### src/zstd_dec_macros.svh
`ifndef ZSTD_DEC_MACROS_SVH
`define ZSTD_DEC_MACROS_SVH

// Bus widths
`define DATA_W 32
`define ADDR_W 16

// Frame magic as one little-endian memory word
`define ZSTD_MAGIC 32'hfd2fb528

// Register byte offsets
`define CSR_CTRL   16'h0000
`define CSR_ADDR   16'h0004
`define CSR_STATUS 16'h0008

`endif
### src/zstd_csr_pkg.sv
`default_nettype none

package zstd_csr_pkg;

  // Start command bit in CSR_CTRL
  localparam int ctrl_start_bit = 0;

  // Read back zero-extended from CSR_STATUS
  typedef struct packed {
    logic busy;
    logic err_magic;
    logic err_block;
  } status_t;

endpackage

`default_nettype wire

### src/zstd_frame_pkg.sv
`default_nettype none

`include "zstd_dec_macros.svh"

package zstd_frame_pkg;

  typedef enum logic [1:0] {
    blk_raw        = 2'd0,
    blk_rle        = 2'd1,
    blk_compressed = 2'd2,
    blk_reserved   = 2'd3
  } block_type_e;

  // Size counts 32-bit words in this format
  typedef struct packed {
    logic [7:0]  rsvd;
    logic [20:0] size;
    block_type_e btype;
    logic        last;
  } block_header_t;

  // One memory word, read either as a header or as payload
  typedef union packed {
    block_header_t      hdr;
    logic [`DATA_W-1:0] data;
  } mem_word_u;

endpackage

`default_nettype wire

### src/zstd_dec_top.sv
`default_nettype none

`include "zstd_dec_macros.svh"

module zstd_dec_top
  import zstd_frame_pkg::*;
  import zstd_csr_pkg::*;
(
  input  logic               clk,
  input  logic               rst_n,
  input  logic [`ADDR_W-1:0] csr_axi_aw_awaddr,
  input  logic               csr_axi_aw_awvalid,
  output logic               csr_axi_aw_awready,
  input  logic [`DATA_W-1:0] csr_axi_w_wdata,
  input  logic               csr_axi_w_wvalid,
  output logic               csr_axi_w_wready,
  output logic               csr_axi_b_bvalid,
  input  logic               csr_axi_b_bready,
  input  logic [`ADDR_W-1:0] csr_axi_ar_araddr,
  input  logic               csr_axi_ar_arvalid,
  output logic               csr_axi_ar_arready,
  output logic [`DATA_W-1:0] csr_axi_r_rdata,
  output logic               csr_axi_r_rvalid,
  input  logic               csr_axi_r_rready,
  output logic [`ADDR_W-1:0] memory_axi_ar_araddr,
  output logic               memory_axi_ar_arvalid,
  input  logic               memory_axi_ar_arready,
  input  logic [`DATA_W-1:0] memory_axi_r_rdata,
  input  logic               memory_axi_r_rvalid,
  output logic               memory_axi_r_rready,
  output logic [`DATA_W-1:0] output_data,
  output logic               output_last,
  output logic               output_vld,
  input  logic               output_rdy,
  output logic               notify_vld,
  input  logic               notify_rdy
);

  logic               start;
  logic [`ADDR_W-1:0] base_addr;
  status_t            status;

  logic               hdr_req;
  logic [`ADDR_W-1:0] hdr_addr;
  logic               hdr_done;
  logic               magic_ok;
  block_header_t      blk_hdr;

  logic               copy_req;
  logic [`ADDR_W-1:0] copy_addr;
  logic [20:0]        copy_words;
  logic               copy_final;
  logic               copy_done;

  // Reader sides of the memory arbiter
  logic               hdr_arvalid;
  logic [`ADDR_W-1:0] hdr_araddr;
  logic               hdr_arready;
  logic [`DATA_W-1:0] hdr_rdata;
  logic               hdr_rvalid;
  logic               hdr_rready;
  logic               copy_arvalid;
  logic [`ADDR_W-1:0] copy_araddr;
  logic               copy_arready;
  logic [`DATA_W-1:0] copy_rdata;
  logic               copy_rvalid;
  logic               copy_rready;

  csr_regs i_csr_regs (
    .clk       (clk),
    .rst_n     (rst_n),
    .awaddr    (csr_axi_aw_awaddr),
    .awvalid   (csr_axi_aw_awvalid),
    .awready   (csr_axi_aw_awready),
    .wdata     (csr_axi_w_wdata),
    .wvalid    (csr_axi_w_wvalid),
    .wready    (csr_axi_w_wready),
    .bvalid    (csr_axi_b_bvalid),
    .bready    (csr_axi_b_bready),
    .araddr    (csr_axi_ar_araddr),
    .arvalid   (csr_axi_ar_arvalid),
    .arready   (csr_axi_ar_arready),
    .rdata     (csr_axi_r_rdata),
    .rvalid    (csr_axi_r_rvalid),
    .rready    (csr_axi_r_rready),
    .status    (status),
    .start     (start),
    .base_addr (base_addr)
  );

  dec_ctrl i_dec_ctrl (
    .clk        (clk),
    .rst_n      (rst_n),
    .start      (start),
    .base_addr  (base_addr),
    .hdr_req    (hdr_req),
    .hdr_addr   (hdr_addr),
    .hdr_done   (hdr_done),
    .magic_ok   (magic_ok),
    .blk_hdr    (blk_hdr),
    .copy_req   (copy_req),
    .copy_addr  (copy_addr),
    .copy_words (copy_words),
    .copy_final (copy_final),
    .copy_done  (copy_done),
    .status     (status),
    .notify_vld (notify_vld),
    .notify_rdy (notify_rdy)
  );

  header_reader i_header_reader (
    .clk      (clk),
    .rst_n    (rst_n),
    .hdr_req  (hdr_req),
    .hdr_addr (hdr_addr),
    .hdr_done (hdr_done),
    .magic_ok (magic_ok),
    .blk_hdr  (blk_hdr),
    .arvalid  (hdr_arvalid),
    .araddr   (hdr_araddr),
    .arready  (hdr_arready),
    .rdata    (hdr_rdata),
    .rvalid   (hdr_rvalid),
    .rready   (hdr_rready)
  );

  raw_block_copier i_raw_block_copier (
    .clk         (clk),
    .rst_n       (rst_n),
    .copy_req    (copy_req),
    .copy_addr   (copy_addr),
    .copy_words  (copy_words),
    .copy_final  (copy_final),
    .copy_done   (copy_done),
    .arvalid     (copy_arvalid),
    .araddr      (copy_araddr),
    .arready     (copy_arready),
    .rdata       (copy_rdata),
    .rvalid      (copy_rvalid),
    .rready      (copy_rready),
    .output_data (output_data),
    .output_vld  (output_vld),
    .output_rdy  (output_rdy),
    .output_last (output_last)
  );

  mem_read_arb i_mem_read_arb (
    .clk          (clk),
    .rst_n        (rst_n),
    .hdr_arvalid  (hdr_arvalid),
    .hdr_araddr   (hdr_araddr),
    .hdr_arready  (hdr_arready),
    .hdr_rdata    (hdr_rdata),
    .hdr_rvalid   (hdr_rvalid),
    .hdr_rready   (hdr_rready),
    .copy_arvalid (copy_arvalid),
    .copy_araddr  (copy_araddr),
    .copy_arready (copy_arready),
    .copy_rdata   (copy_rdata),
    .copy_rvalid  (copy_rvalid),
    .copy_rready  (copy_rready),
    .mem_arvalid  (memory_axi_ar_arvalid),
    .mem_araddr   (memory_axi_ar_araddr),
    .mem_arready  (memory_axi_ar_arready),
    .mem_rdata    (memory_axi_r_rdata),
    .mem_rvalid   (memory_axi_r_rvalid),
    .mem_rready   (memory_axi_r_rready)
  );

endmodule

`default_nettype wire

### src/mem_read_arb.sv
`default_nettype none

`include "zstd_dec_macros.svh"

module mem_read_arb (
  input  logic               clk,
  input  logic               rst_n,
  input  logic               hdr_arvalid,
  input  logic [`ADDR_W-1:0] hdr_araddr,
  output logic               hdr_arready,
  output logic [`DATA_W-1:0] hdr_rdata,
  output logic               hdr_rvalid,
  input  logic               hdr_rready,
  input  logic               copy_arvalid,
  input  logic [`ADDR_W-1:0] copy_araddr,
  output logic               copy_arready,
  output logic [`DATA_W-1:0] copy_rdata,
  output logic               copy_rvalid,
  input  logic               copy_rready,
  output logic               mem_arvalid,
  output logic [`ADDR_W-1:0] mem_araddr,
  input  logic               mem_arready,
  input  logic [`DATA_W-1:0] mem_rdata,
  input  logic               mem_rvalid,
  output logic               mem_rready
);

  logic busy_q;
  logic own_copy;
  logic sel_copy;

  // Header reads win, grant decided in the request cycle
  assign sel_copy     = !hdr_arvalid;
  assign mem_arvalid  = !busy_q && (hdr_arvalid || copy_arvalid);
  assign mem_araddr   = sel_copy ? copy_araddr : hdr_araddr;
  assign hdr_arready  = !busy_q && mem_arready;
  assign copy_arready = !busy_q && mem_arready && !hdr_arvalid;

  // Response goes back to the owner of the outstanding read
  assign hdr_rdata   = mem_rdata;
  assign copy_rdata  = mem_rdata;
  assign hdr_rvalid  = busy_q && !own_copy && mem_rvalid;
  assign copy_rvalid = busy_q && own_copy && mem_rvalid;
  assign mem_rready  = busy_q && (own_copy ? copy_rready : hdr_rready);

  always_ff @(posedge clk) begin
    if (!rst_n) begin
      busy_q   <= 1'b0;
      own_copy <= 1'b0;
    end else if (mem_arvalid && mem_arready) begin
      busy_q   <= 1'b1;
      own_copy <= sel_copy;
    end else if (mem_rvalid && mem_rready) begin
      busy_q <= 1'b0;
    end
  end

endmodule

`default_nettype wire

### src/raw_block_copier.sv
`default_nettype none

`include "zstd_dec_macros.svh"

module raw_block_copier (
  input  logic               clk,
  input  logic               rst_n,
  input  logic               copy_req,
  input  logic [`ADDR_W-1:0] copy_addr,
  input  logic [20:0]        copy_words,
  input  logic               copy_final,
  output logic               copy_done,
  output logic               arvalid,
  output logic [`ADDR_W-1:0] araddr,
  input  logic               arready,
  input  logic [`DATA_W-1:0] rdata,
  input  logic               rvalid,
  output logic               rready,
  output logic [`DATA_W-1:0] output_data,
  output logic               output_vld,
  input  logic               output_rdy,
  output logic               output_last
);

  localparam logic [2:0] s_idle = 3'd0;
  localparam logic [2:0] s_ar   = 3'd1;
  localparam logic [2:0] s_r    = 3'd2;
  localparam logic [2:0] s_out  = 3'd3;
  localparam logic [2:0] s_done = 3'd4;

  logic [2:0]         state;
  logic [`ADDR_W-1:0] addr_q;
  logic [20:0]        remain;
  logic [`DATA_W-1:0] data_q;

  assign arvalid     = (state == s_ar);
  assign araddr      = addr_q;
  assign rready      = (state == s_r);
  assign output_vld  = (state == s_out);
  assign output_data = data_q;
  // Only the final word of the final block
  assign output_last = output_vld && copy_final && (remain == 21'd1);
  assign copy_done   = (state == s_done);

  always_ff @(posedge clk) begin
    if (!rst_n) begin
      state  <= s_idle;
      addr_q <= '0;
      remain <= '0;
    end else begin
      case (state)
        s_idle: begin
          if (copy_req) begin
            addr_q <= copy_addr;
            remain <= copy_words;
            // Empty block finishes without a read
            state  <= (copy_words == '0) ? s_done : s_ar;
          end
        end
        s_ar: begin
          if (arready) begin
            state <= s_r;
          end
        end
        s_r: begin
          if (rvalid) begin
            state <= s_out;
          end
        end
        s_out: begin
          if (output_rdy) begin
            addr_q <= addr_q + `ADDR_W'd4;
            remain <= remain - 21'd1;
            state  <= (remain == 21'd1) ? s_done : s_ar;
          end
        end
        s_done:  state <= s_idle;
        default: state <= s_idle;
      endcase
    end
  end

  always_ff @(posedge clk) begin
    if ((state == s_r) && rvalid) begin
      data_q <= rdata;
    end
  end

endmodule

`default_nettype wire

### src/header_reader.sv
`default_nettype none

`include "zstd_dec_macros.svh"

module header_reader
  import zstd_frame_pkg::*;
(
  input  logic               clk,
  input  logic               rst_n,
  input  logic               hdr_req,
  input  logic [`ADDR_W-1:0] hdr_addr,
  output logic               hdr_done,
  output logic               magic_ok,
  output block_header_t      blk_hdr,
  output logic               arvalid,
  output logic [`ADDR_W-1:0] araddr,
  input  logic               arready,
  input  logic [`DATA_W-1:0] rdata,
  input  logic               rvalid,
  output logic               rready
);

  logic      rd_wait;
  logic      done_q;
  logic      r_fire;
  mem_word_u word_q;

  // No new read in the done cycle, the requester still holds hdr_req
  assign arvalid  = hdr_req && !rd_wait && !done_q;
  assign araddr   = hdr_addr;
  assign rready   = rd_wait;
  assign r_fire   = rvalid && rd_wait;
  assign hdr_done = done_q;

  // Both views of the last fetched word
  assign magic_ok = (word_q.data == `ZSTD_MAGIC);
  assign blk_hdr  = word_q.hdr;

  always_ff @(posedge clk) begin
    if (!rst_n) begin
      rd_wait <= 1'b0;
      done_q  <= 1'b0;
    end else begin
      done_q <= r_fire;
      if (arvalid && arready) begin
        rd_wait <= 1'b1;
      end else if (r_fire) begin
        rd_wait <= 1'b0;
      end
    end
  end

  always_ff @(posedge clk) begin
    if (r_fire) begin
      word_q.data <= rdata;
    end
  end

endmodule

`default_nettype wire

### src/dec_ctrl.sv
`default_nettype none

`include "zstd_dec_macros.svh"

module dec_ctrl
  import zstd_frame_pkg::*;
  import zstd_csr_pkg::*;
(
  input  logic               clk,
  input  logic               rst_n,
  input  logic               start,
  input  logic [`ADDR_W-1:0] base_addr,
  output logic               hdr_req,
  output logic [`ADDR_W-1:0] hdr_addr,
  input  logic               hdr_done,
  input  logic               magic_ok,
  input  block_header_t      blk_hdr,
  output logic               copy_req,
  output logic [`ADDR_W-1:0] copy_addr,
  output logic [20:0]        copy_words,
  output logic               copy_final,
  input  logic               copy_done,
  output status_t            status,
  output logic               notify_vld,
  input  logic               notify_rdy
);

  localparam logic [2:0] s_idle   = 3'd0;
  localparam logic [2:0] s_magic  = 3'd1;
  localparam logic [2:0] s_header = 3'd2;
  localparam logic [2:0] s_copy   = 3'd3;
  localparam logic [2:0] s_notify = 3'd4;

  logic [2:0]         state;
  logic [`ADDR_W-1:0] ptr;

  assign hdr_req    = (state == s_magic) || (state == s_header);
  assign hdr_addr   = ptr;
  assign copy_req   = (state == s_copy);
  assign copy_addr  = ptr;
  // Header word stays registered in the reader for the whole copy
  assign copy_words = blk_hdr.size;
  assign copy_final = blk_hdr.last;
  assign notify_vld = (state == s_notify);

  always_ff @(posedge clk) begin
    if (!rst_n) begin
      state  <= s_idle;
      ptr    <= '0;
      status <= '0;
    end else begin
      case (state)
        s_idle: begin
          if (start) begin
            state  <= s_magic;
            ptr    <= base_addr;
            status <= '{busy: 1'b1, err_magic: 1'b0, err_block: 1'b0};
          end
        end
        s_magic: begin
          if (hdr_done) begin
            ptr <= ptr + `ADDR_W'd4;
            if (magic_ok) begin
              state <= s_header;
            end else begin
              status.err_magic <= 1'b1;
              state            <= s_notify;
            end
          end
        end
        s_header: begin
          if (hdr_done) begin
            ptr <= ptr + `ADDR_W'd4;
            if (blk_hdr.btype == blk_raw) begin
              state <= s_copy;
            end else begin
              status.err_block <= 1'b1;
              state            <= s_notify;
            end
          end
        end
        s_copy: begin
          if (copy_done) begin
            // Skip over the block payload
            ptr   <= ptr + {blk_hdr.size[`ADDR_W-3:0], 2'b00};
            state <= blk_hdr.last ? s_notify : s_header;
          end
        end
        s_notify: begin
          if (notify_rdy) begin
            status.busy <= 1'b0;
            state       <= s_idle;
          end
        end
        default: state <= s_idle;
      endcase
    end
  end

endmodule

`default_nettype wire

### src/csr_regs.sv
`default_nettype none

`include "zstd_dec_macros.svh"

module csr_regs
  import zstd_csr_pkg::*;
(
  input  logic               clk,
  input  logic               rst_n,
  input  logic [`ADDR_W-1:0] awaddr,
  input  logic               awvalid,
  output logic               awready,
  input  logic [`DATA_W-1:0] wdata,
  input  logic               wvalid,
  output logic               wready,
  output logic               bvalid,
  input  logic               bready,
  input  logic [`ADDR_W-1:0] araddr,
  input  logic               arvalid,
  output logic               arready,
  output logic [`DATA_W-1:0] rdata,
  output logic               rvalid,
  input  logic               rready,
  input  status_t            status,
  output logic               start,
  output logic [`ADDR_W-1:0] base_addr
);

  logic wr_fire;
  logic rd_fire;
  logic start_wr;

  // Address and data beats are taken together
  assign awready  = awvalid && wvalid && !bvalid;
  assign wready   = awready;
  assign wr_fire  = awready;
  assign start_wr = wr_fire && (awaddr == `CSR_CTRL) && wdata[ctrl_start_bit];

  assign arready = !rvalid;
  assign rd_fire = arvalid && arready;

  always_ff @(posedge clk) begin
    if (!rst_n) begin
      bvalid    <= 1'b0;
      start     <= 1'b0;
      base_addr <= '0;
    end else begin
      // Ignored while a frame is running
      start <= start_wr && !status.busy;
      if (wr_fire && (awaddr == `CSR_ADDR)) begin
        base_addr <= wdata[`ADDR_W-1:0];
      end
      if (wr_fire) begin
        bvalid <= 1'b1;
      end else if (bready) begin
        bvalid <= 1'b0;
      end
    end
  end

  always_ff @(posedge clk) begin
    if (!rst_n) begin
      rvalid <= 1'b0;
    end else if (rd_fire) begin
      rvalid <= 1'b1;
    end else if (rready) begin
      rvalid <= 1'b0;
    end
  end

  always_ff @(posedge clk) begin
    if (rd_fire) begin
      case (araddr)
        `CSR_ADDR:   rdata <= {{(`DATA_W - `ADDR_W){1'b0}}, base_addr};
        `CSR_STATUS: rdata <= {{(`DATA_W - $bits(status_t)){1'b0}}, status};
        default:     rdata <= '0;
      endcase
    end
  end

endmodule

`default_nettype wire

### config.mk
export PLATFORM = sky130hd
export DESIGN_NAME = zstd_dec_top
export DESIGN_NICKNAME = d
export VERILOG_FILES = /design/src/zstd_csr_pkg.sv /design/src/zstd_frame_pkg.sv /design/src/zstd_dec_top.sv /design/src/mem_read_arb.sv /design/src/raw_block_copier.sv /design/src/header_reader.sv /design/src/dec_ctrl.sv /design/src/csr_regs.sv
export VERILOG_INCLUDE_DIRS = /design/src /design/src/src
export SDC_FILE = /design/constraint.sdc
export NUM_CORES = 1
export LEC_CHECK = 0
export ABC_AREA = 1
export CORE_MARGIN = 10
export CORE_UTILIZATION = 45
export CTS_BUF_LIST = sky130_fd_sc_hd__clkbuf_8
export DETAILED_ROUTE_END_ITERATION = 16
export DONT_BUFFER_PORTS = 1
export SLEW_MARGIN = 20
export SYNTH_ARGS = -nofsm -noshare
export SYNTH_HDL_FRONTEND = slang
export SYNTH_SLANG_ARGS = --single-unit
### constraint.sdc
create_clock -name clk -period 2.4 [get_ports clk]
set_input_delay 0 -clock clk [delete_from_list [all_inputs] [get_ports clk]]
set_output_delay 0 -clock clk [all_outputs]
set_load 0.02 [all_outputs]
* Word level (Yosys, flattened, before mapping) *
Index checks and enable logic that the tools add are counted.

operators by class
  reductions and logical operators = 56
  $add $sub $neg = 4
  equality and inequality tests = 25
  multiplexer cells = 46

operators with widths
  cell                                                  count
  2-to-1 mux 16 bit                                     6
  case mux 16 bit (2 select lines)                      2
  case mux 16 bit (3 select lines)                      1
  2-to-1 mux 3 bit                                      15
  2-to-1 mux 21 bit                                     2
  case mux 21 bit (2 select lines)                      1
  adder 16 x 3 -> 16 bit, second input constant         2
  equality test 16 x 3 -> 1 bit, second input constant  2
  equality test 32 bit, second input constant           1
  logical AND 1 bit                                     24
  equality test 21 x 1 -> 1 bit, second input constant  1
  logical NOT 21 bit                                    1
  subtractor 21 x 1 -> 21 bit, second input constant    1
  adder 16 bit                                          1
  equality test 16 x 4 -> 1 bit, second input constant  1
  logical NOT 16 bit                                    1
  AND reduction 4 bit                                   4
  nonzero test 2 bit                                    8
  case mux 3 bit (5 select lines)                       1
  2-to-1 mux 1 bit                                      14
  != test 2 bit, second input constant                  7
  equality test 3 x 2 -> 1 bit, second input constant   4
  case mux 3 bit (4 select lines)                       1
  != test 2 x 1 -> 1 bit, second input constant         5
  other kinds (11)                                      25

word-level totals
  bits of input ports = 107
  output and inout bits = 90
  register bits after elaboration = 181
  logic and storage cells = 150

* Depth between registers and ports, before layout *
  depth after elaboration = 8
  mapped depth = 15
  depth with buffers taken out = 14

* Hierarchy *
A second synthesis with hierarchy kept.

second synthesis, totals
  cell total of the unflattened synthesis = 1359
  area total of the unflattened synthesis = 9963.3 µm²

by module, submodules not included
  module            times used  area an instance (µm²)  cells an instance  seq. area each (µm²)
  raw_block_copier  1           3717.3                  505                1761.7
  dec_ctrl          1           2202.1                  369                440.4
  csr_regs          1           1866.8                  244                860.8
  header_reader     1           1326.3                  101                1001.0
  mem_read_arb      1           850.8                   140                40.0

* Least setup slack after synthesis *
OpenSTA, ideal clock, no wires.

  kind = register -> register
  from = reg i_raw_block_copier.state[1]
  to = reg i_mem_read_arb.busy_q
  path slack = -0.095 ns
  setup time = 0.119 ns
  clock period less this slack = 2.495 ns
  required time = 2.281 ns
  arrival time = 2.376 ns
  stages on the path, launching flop included = 6
  buffers on the path = 0
  path through = dfxtp_1 > nand3_1 > nor2_1 > nor3_1 > o31ai_1 > inv_1

on the way
  word-level cells in the longest chain between the ends = 5
  elaborated cells on any way between the ends = 10
  classes of those cells = eq/ne: 2; mux: 2; reduce/logical: 6

RTL lines
  what                                                                                 line                                            RTL
  start: declaration                                                                   raw_block_copier.sv:31                          logic [2:0] state;
  start signal: assignment                                                             raw_block_copier.sv:47                          state <= s_idle;
  start signal: assignment                                                             raw_block_copier.sv:57                          state <= (copy_words == '0) ? s_done : s_ar;
  start signal: assignment                                                             raw_block_copier.sv:62                          state <= s_r;
  equality test 3 x 2 -> 1 bit / equality test 3 x 1 -> 1 bit (equally long branches)  raw_block_copier.sv:38, raw_block_copier.sv:36
  2-to-1 mux 1 bit / logical OR 1 bit (equally long branches)                          mem_read_arb.sv:44, mem_read_arb.sv:34
  logical AND 1 bit (on tied branches)                                                 mem_read_arb.sv:44, mem_read_arb.sv:34
  logical AND 1 bit (on tied branches)                                                 mem_read_arb.sv:53, mem_read_arb.sv:50
  nonzero test 2 bit (no line) / 2-to-1 mux 1 bit (equally long branches)              -
  end signal: assignment                                                               mem_read_arb.sv:48                              busy_q <= 1'b0;
  end signal: assignment                                                               mem_read_arb.sv:51                              busy_q <= 1'b1;
  end signal: assignment                                                               mem_read_arb.sv:54                              busy_q <= 1'b0;
  end: declaration                                                                     mem_read_arb.sv:28                              logic busy_q;

Parallel ways exist; a longest one is shown, timed or not.
A chain may end at the register's enable or synchronous reset.

* Worst setup path after layout *
  from = in csr_axi_aw_awaddr[14]
  to = reg i_csr_regs.base_addr[2]

on the way
  word-level cells in the longest chain between the ends = 2

RTL lines
  what                                     line                RTL
  start: declaration                       zstd_dec_top.sv:11  input logic [`ADDR_W-1:0] csr_axi_aw_awaddr,
  equality test 16 x 3 -> 1 bit (no line)  -
  logical AND 1 bit                        csr_regs.sv:50      if (wr_fire && (awaddr == `CSR_ADDR)) begin
  end signal: assignment                   csr_regs.sv:51      base_addr <= wdata[`ADDR_W-1:0];
  end: declaration                         csr_regs.sv:26      output logic [`ADDR_W-1:0] base_addr

Every way passes these cells.

==> run summary <==
Fillers - 1744
Max-slew headroom - 0.509
syn_area_per_cell - 7.87 sq um
Peak Freq - 0.433 GHz
Clk pin slew, worst setup/hold paths - 100 ps
die height - 158 um
critical hold path startpoint - csr_axi_aw_awaddr[2]
ys async rst share - 0
status - finished clean
initial antenna violation count - 1
Top delay family on crit path - buffers and inverters
Final Util - 0.538
skew final - 20.4 ps
Remaining DRCs - 0
Starting Density - 0.458
Root Driver - clkbuf_8
Vias - 7447
leakage - 4.12 nW
Nets - 1300
CP max stage delay - 610 ps
Core Region - 0.0187 sq mm
DP HPWL - 16.9 mm
CTS Sinks - 165
Cells after Synth - 1088
hold endpoint - i_csr_regs.base_addr[5]$_SDFFE_PN0P_
Port Buffers - 0
top-count cell post-synth - nand2_1
# H-tree levels - 4
post-route ant nets - 0
pin count of the biggest net entering global routing - 48
vias per cell - 5.23
critical path type - input pin to register
Avg WL per Cell - 16.8 um
reg2reg start - i_dec_ctrl.state[2]$_SDFFE_PN0P_
Placer Congestion - 0.879
DRT Wirelength - 23.9 mm
Post-synth top cells - 223 x nand2_1, 145 x inv_1, 125 x nor2_1, 92 x a21oi_1, 85 x dfxtp_1
Period Utilization, post-route - 0.962
worst hold path class - input pin to register
crit path max-delay cell type - dlygate4sd3_1
vias in the first global route - 7165
Post-Syn Area - 0.00856 sq mm
Period minus WS final - 2310 ps
crit path DAT - 2680 ps
Distinct cells, synth - 47
Synth area leader - edfxtp_1
type of destination of the critical path - register
maximum vdd drop - 0.000344 V
clk_lat worst skew - 490 ps
Slew @ Worst Pin - 736 ps
number of flops mapped to enable cells by yosys - 80
CP most frequent cell - dlygate4sd3_1
setup TNS - 0 ps
R2R Setup Slk - 180 ps
final hold vios - 0
crit path cell chain - dlygate4sd3_1 > nor4_2 > dlygate4sd3_1 > nand3b_2 > buf_4 > nor3_1 > dlygate4sd3_1 > nor2_1
clk buf depth - 2
Syn. warnings - 0
sequential area share after synthesis - 0.479
starting DRC count in detailed routing - 571
Setup crit start kind - input pin
Area Overhead vs Synth - 17.4%
terminus of the critical flop-to-flop path - i_dec_ctrl.copy_addr[14]$_SDFFE_PN0P_
crit path buf inv count - 4
Worst R2R Path Depth - 14
Synth area leaders - edfxtp_1 28%, dfxtp_1 20%, nand2_1 9.8%
DRT Pass-1 Iters - 5
DIE AREA - 0.0249 sq mm
# Max-Cap Violations - 0
Synth Register Bits - 165
width of the chip - 158 um
first-pass GRT wire length - 38.5 mm
pwr/cell area - 597 mW/mm^2
Final Setup Violations - 0
top_reg_cell synth - dfxtp_1
Slew Viols, Final - 0
GR Overflow Total - 0
ratio of cells with drive above 1 in the final layout - 0.0883
CTS Buf Count - 17
CTS tree - built
GR Util All Layers - 0.194
critical path peak fanout - 12
CP Data Required Time - 2780 ps
# rows - 50
top cell type's share of synthesized area - 0.280
Ports - 197
hold depth - 3
sequential cells by signal (all words and copies together) (netlist names), 3 cells and up:
signal                          count
i_dec_ctrl.copy_addr               16
i_csr_regs.rdata                   16
i_dec_ctrl.status                   3
i_raw_block_copier.state            3
i_csr_regs.base_addr               16
i_dec_ctrl.state                    3
i_raw_block_copier.remain          21
i_header_reader.blk_hdr            32
i_raw_block_copier.araddr          16
i_raw_block_copier.output_data     32
through the flow:
stage               hold WS (ps)  power (mW)  cells  worst slack, ps  cell area [sq um]
finish                      16.8        6.00   1424             92.3              10100
detailed placement          99.0        3.81   1317              193               8860
floorplan                   98.9        3.69   1103              332               8620
global route                27.9        6.27   1424            -3.13              10100
CTS                         3.69        6.02   1422              149              10000
global placement            99.0        3.80   1317              230               8860
kinds of logic after synthesis:
kind of cell,after synthesis,share of synthesized area
simple gates,475,0.245
compound gates,213,0.133
buf+inv,202,0.101
flops,165,0.479
fa+ha+maj,17,0.0257
xor+xnor,15,0.0153
other cells,1,0.000438
worst max-delay path by stage:
stage                                                start                                    end  slack (ps)  cells after the start
final                                csr_axi_aw_awaddr[14]   i_csr_regs.base_addr[2]$_SDFFE_PN0P_          90                      8
after global routing      i_dec_ctrl.state[1]$_SDFFE_PN0P_               memory_axi_ar_araddr[14]          -3                      7
after CTS                 i_dec_ctrl.state[2]$_SDFFE_PN0P_               memory_axi_ar_araddr[10]         150                      8
after detailed placement  i_dec_ctrl.state[2]$_SDFFE_PN0P_  i_dec_ctrl.copy_addr[14]$_SDFFE_PN0P_         190                     13
after global placement    i_dec_ctrl.state[2]$_SDFFE_PN0P_  i_dec_ctrl.copy_addr[14]$_SDFFE_PN0P_         230                     13
after floorplan           i_dec_ctrl.state[2]$_SDFFE_PN0P_  i_dec_ctrl.copy_addr[10]$_SDFFE_PN0P_         330                     12
cell usage in the layout, fill, tap and decap left out, drive strengths merged, types with 5 or more instances in the layout:
cell type and instances:
nand2 226, a31oi 6, inv 159, a21oi 92, nor2 136, conb 16, buf 31, edfxtp 80
nand3 54, a211oi 5, dfxtp 85, nor3 32, ha 16, nand4 15, o22ai 5, o21ai 97
or2 6, xor2 12, dlygate4sd3 72, clkbuf 17, clkinv 7
power breakdown:
part           total, mW  internal, mW  leakage [nW]  switching, mW
logic              0.750         0.270          2.49          0.480
clock network       2.13         0.822         0.210           1.31
registers           3.13          3.03          1.42         0.0986
layer usage:
layer	wire [um]	share of wire	vias up	track usage
li1	-	-	3721	-
met1	10300	0.43	3460	0.252
met2	11300	0.47	246	0.307
met3	1990	0.083	20	0.0602
met4	304	0.013	0	0.0494
met5	0	0	-	0
tightest hold or removal path, stage by stage:
cell,delay [ps]
nand3b_1,270
nor3_1,100
nor2_1,90
final cells by class:
cell class,count,area [sq um],share of cell area
clock buffer,17,234,0.0233
clock inverter,15,195,0.0194
sequential,165,4110,0.408
tap,234,293,0.0291
multi-input combinational,736,3660,0.364
inverter,153,581,0.0577
timing repair buffer,103,991,0.0985
antenna,1,2.50,0.000249
timing repair:
item,in CTS,in global routing
gates resized for setup,0,5
endpoints found under the hold margin,124,0
hold buffers,73,0
setup buffers,0,1
setup endpoints to repair,0,5
No activity file was read; power rests on OpenSTA's default activity.
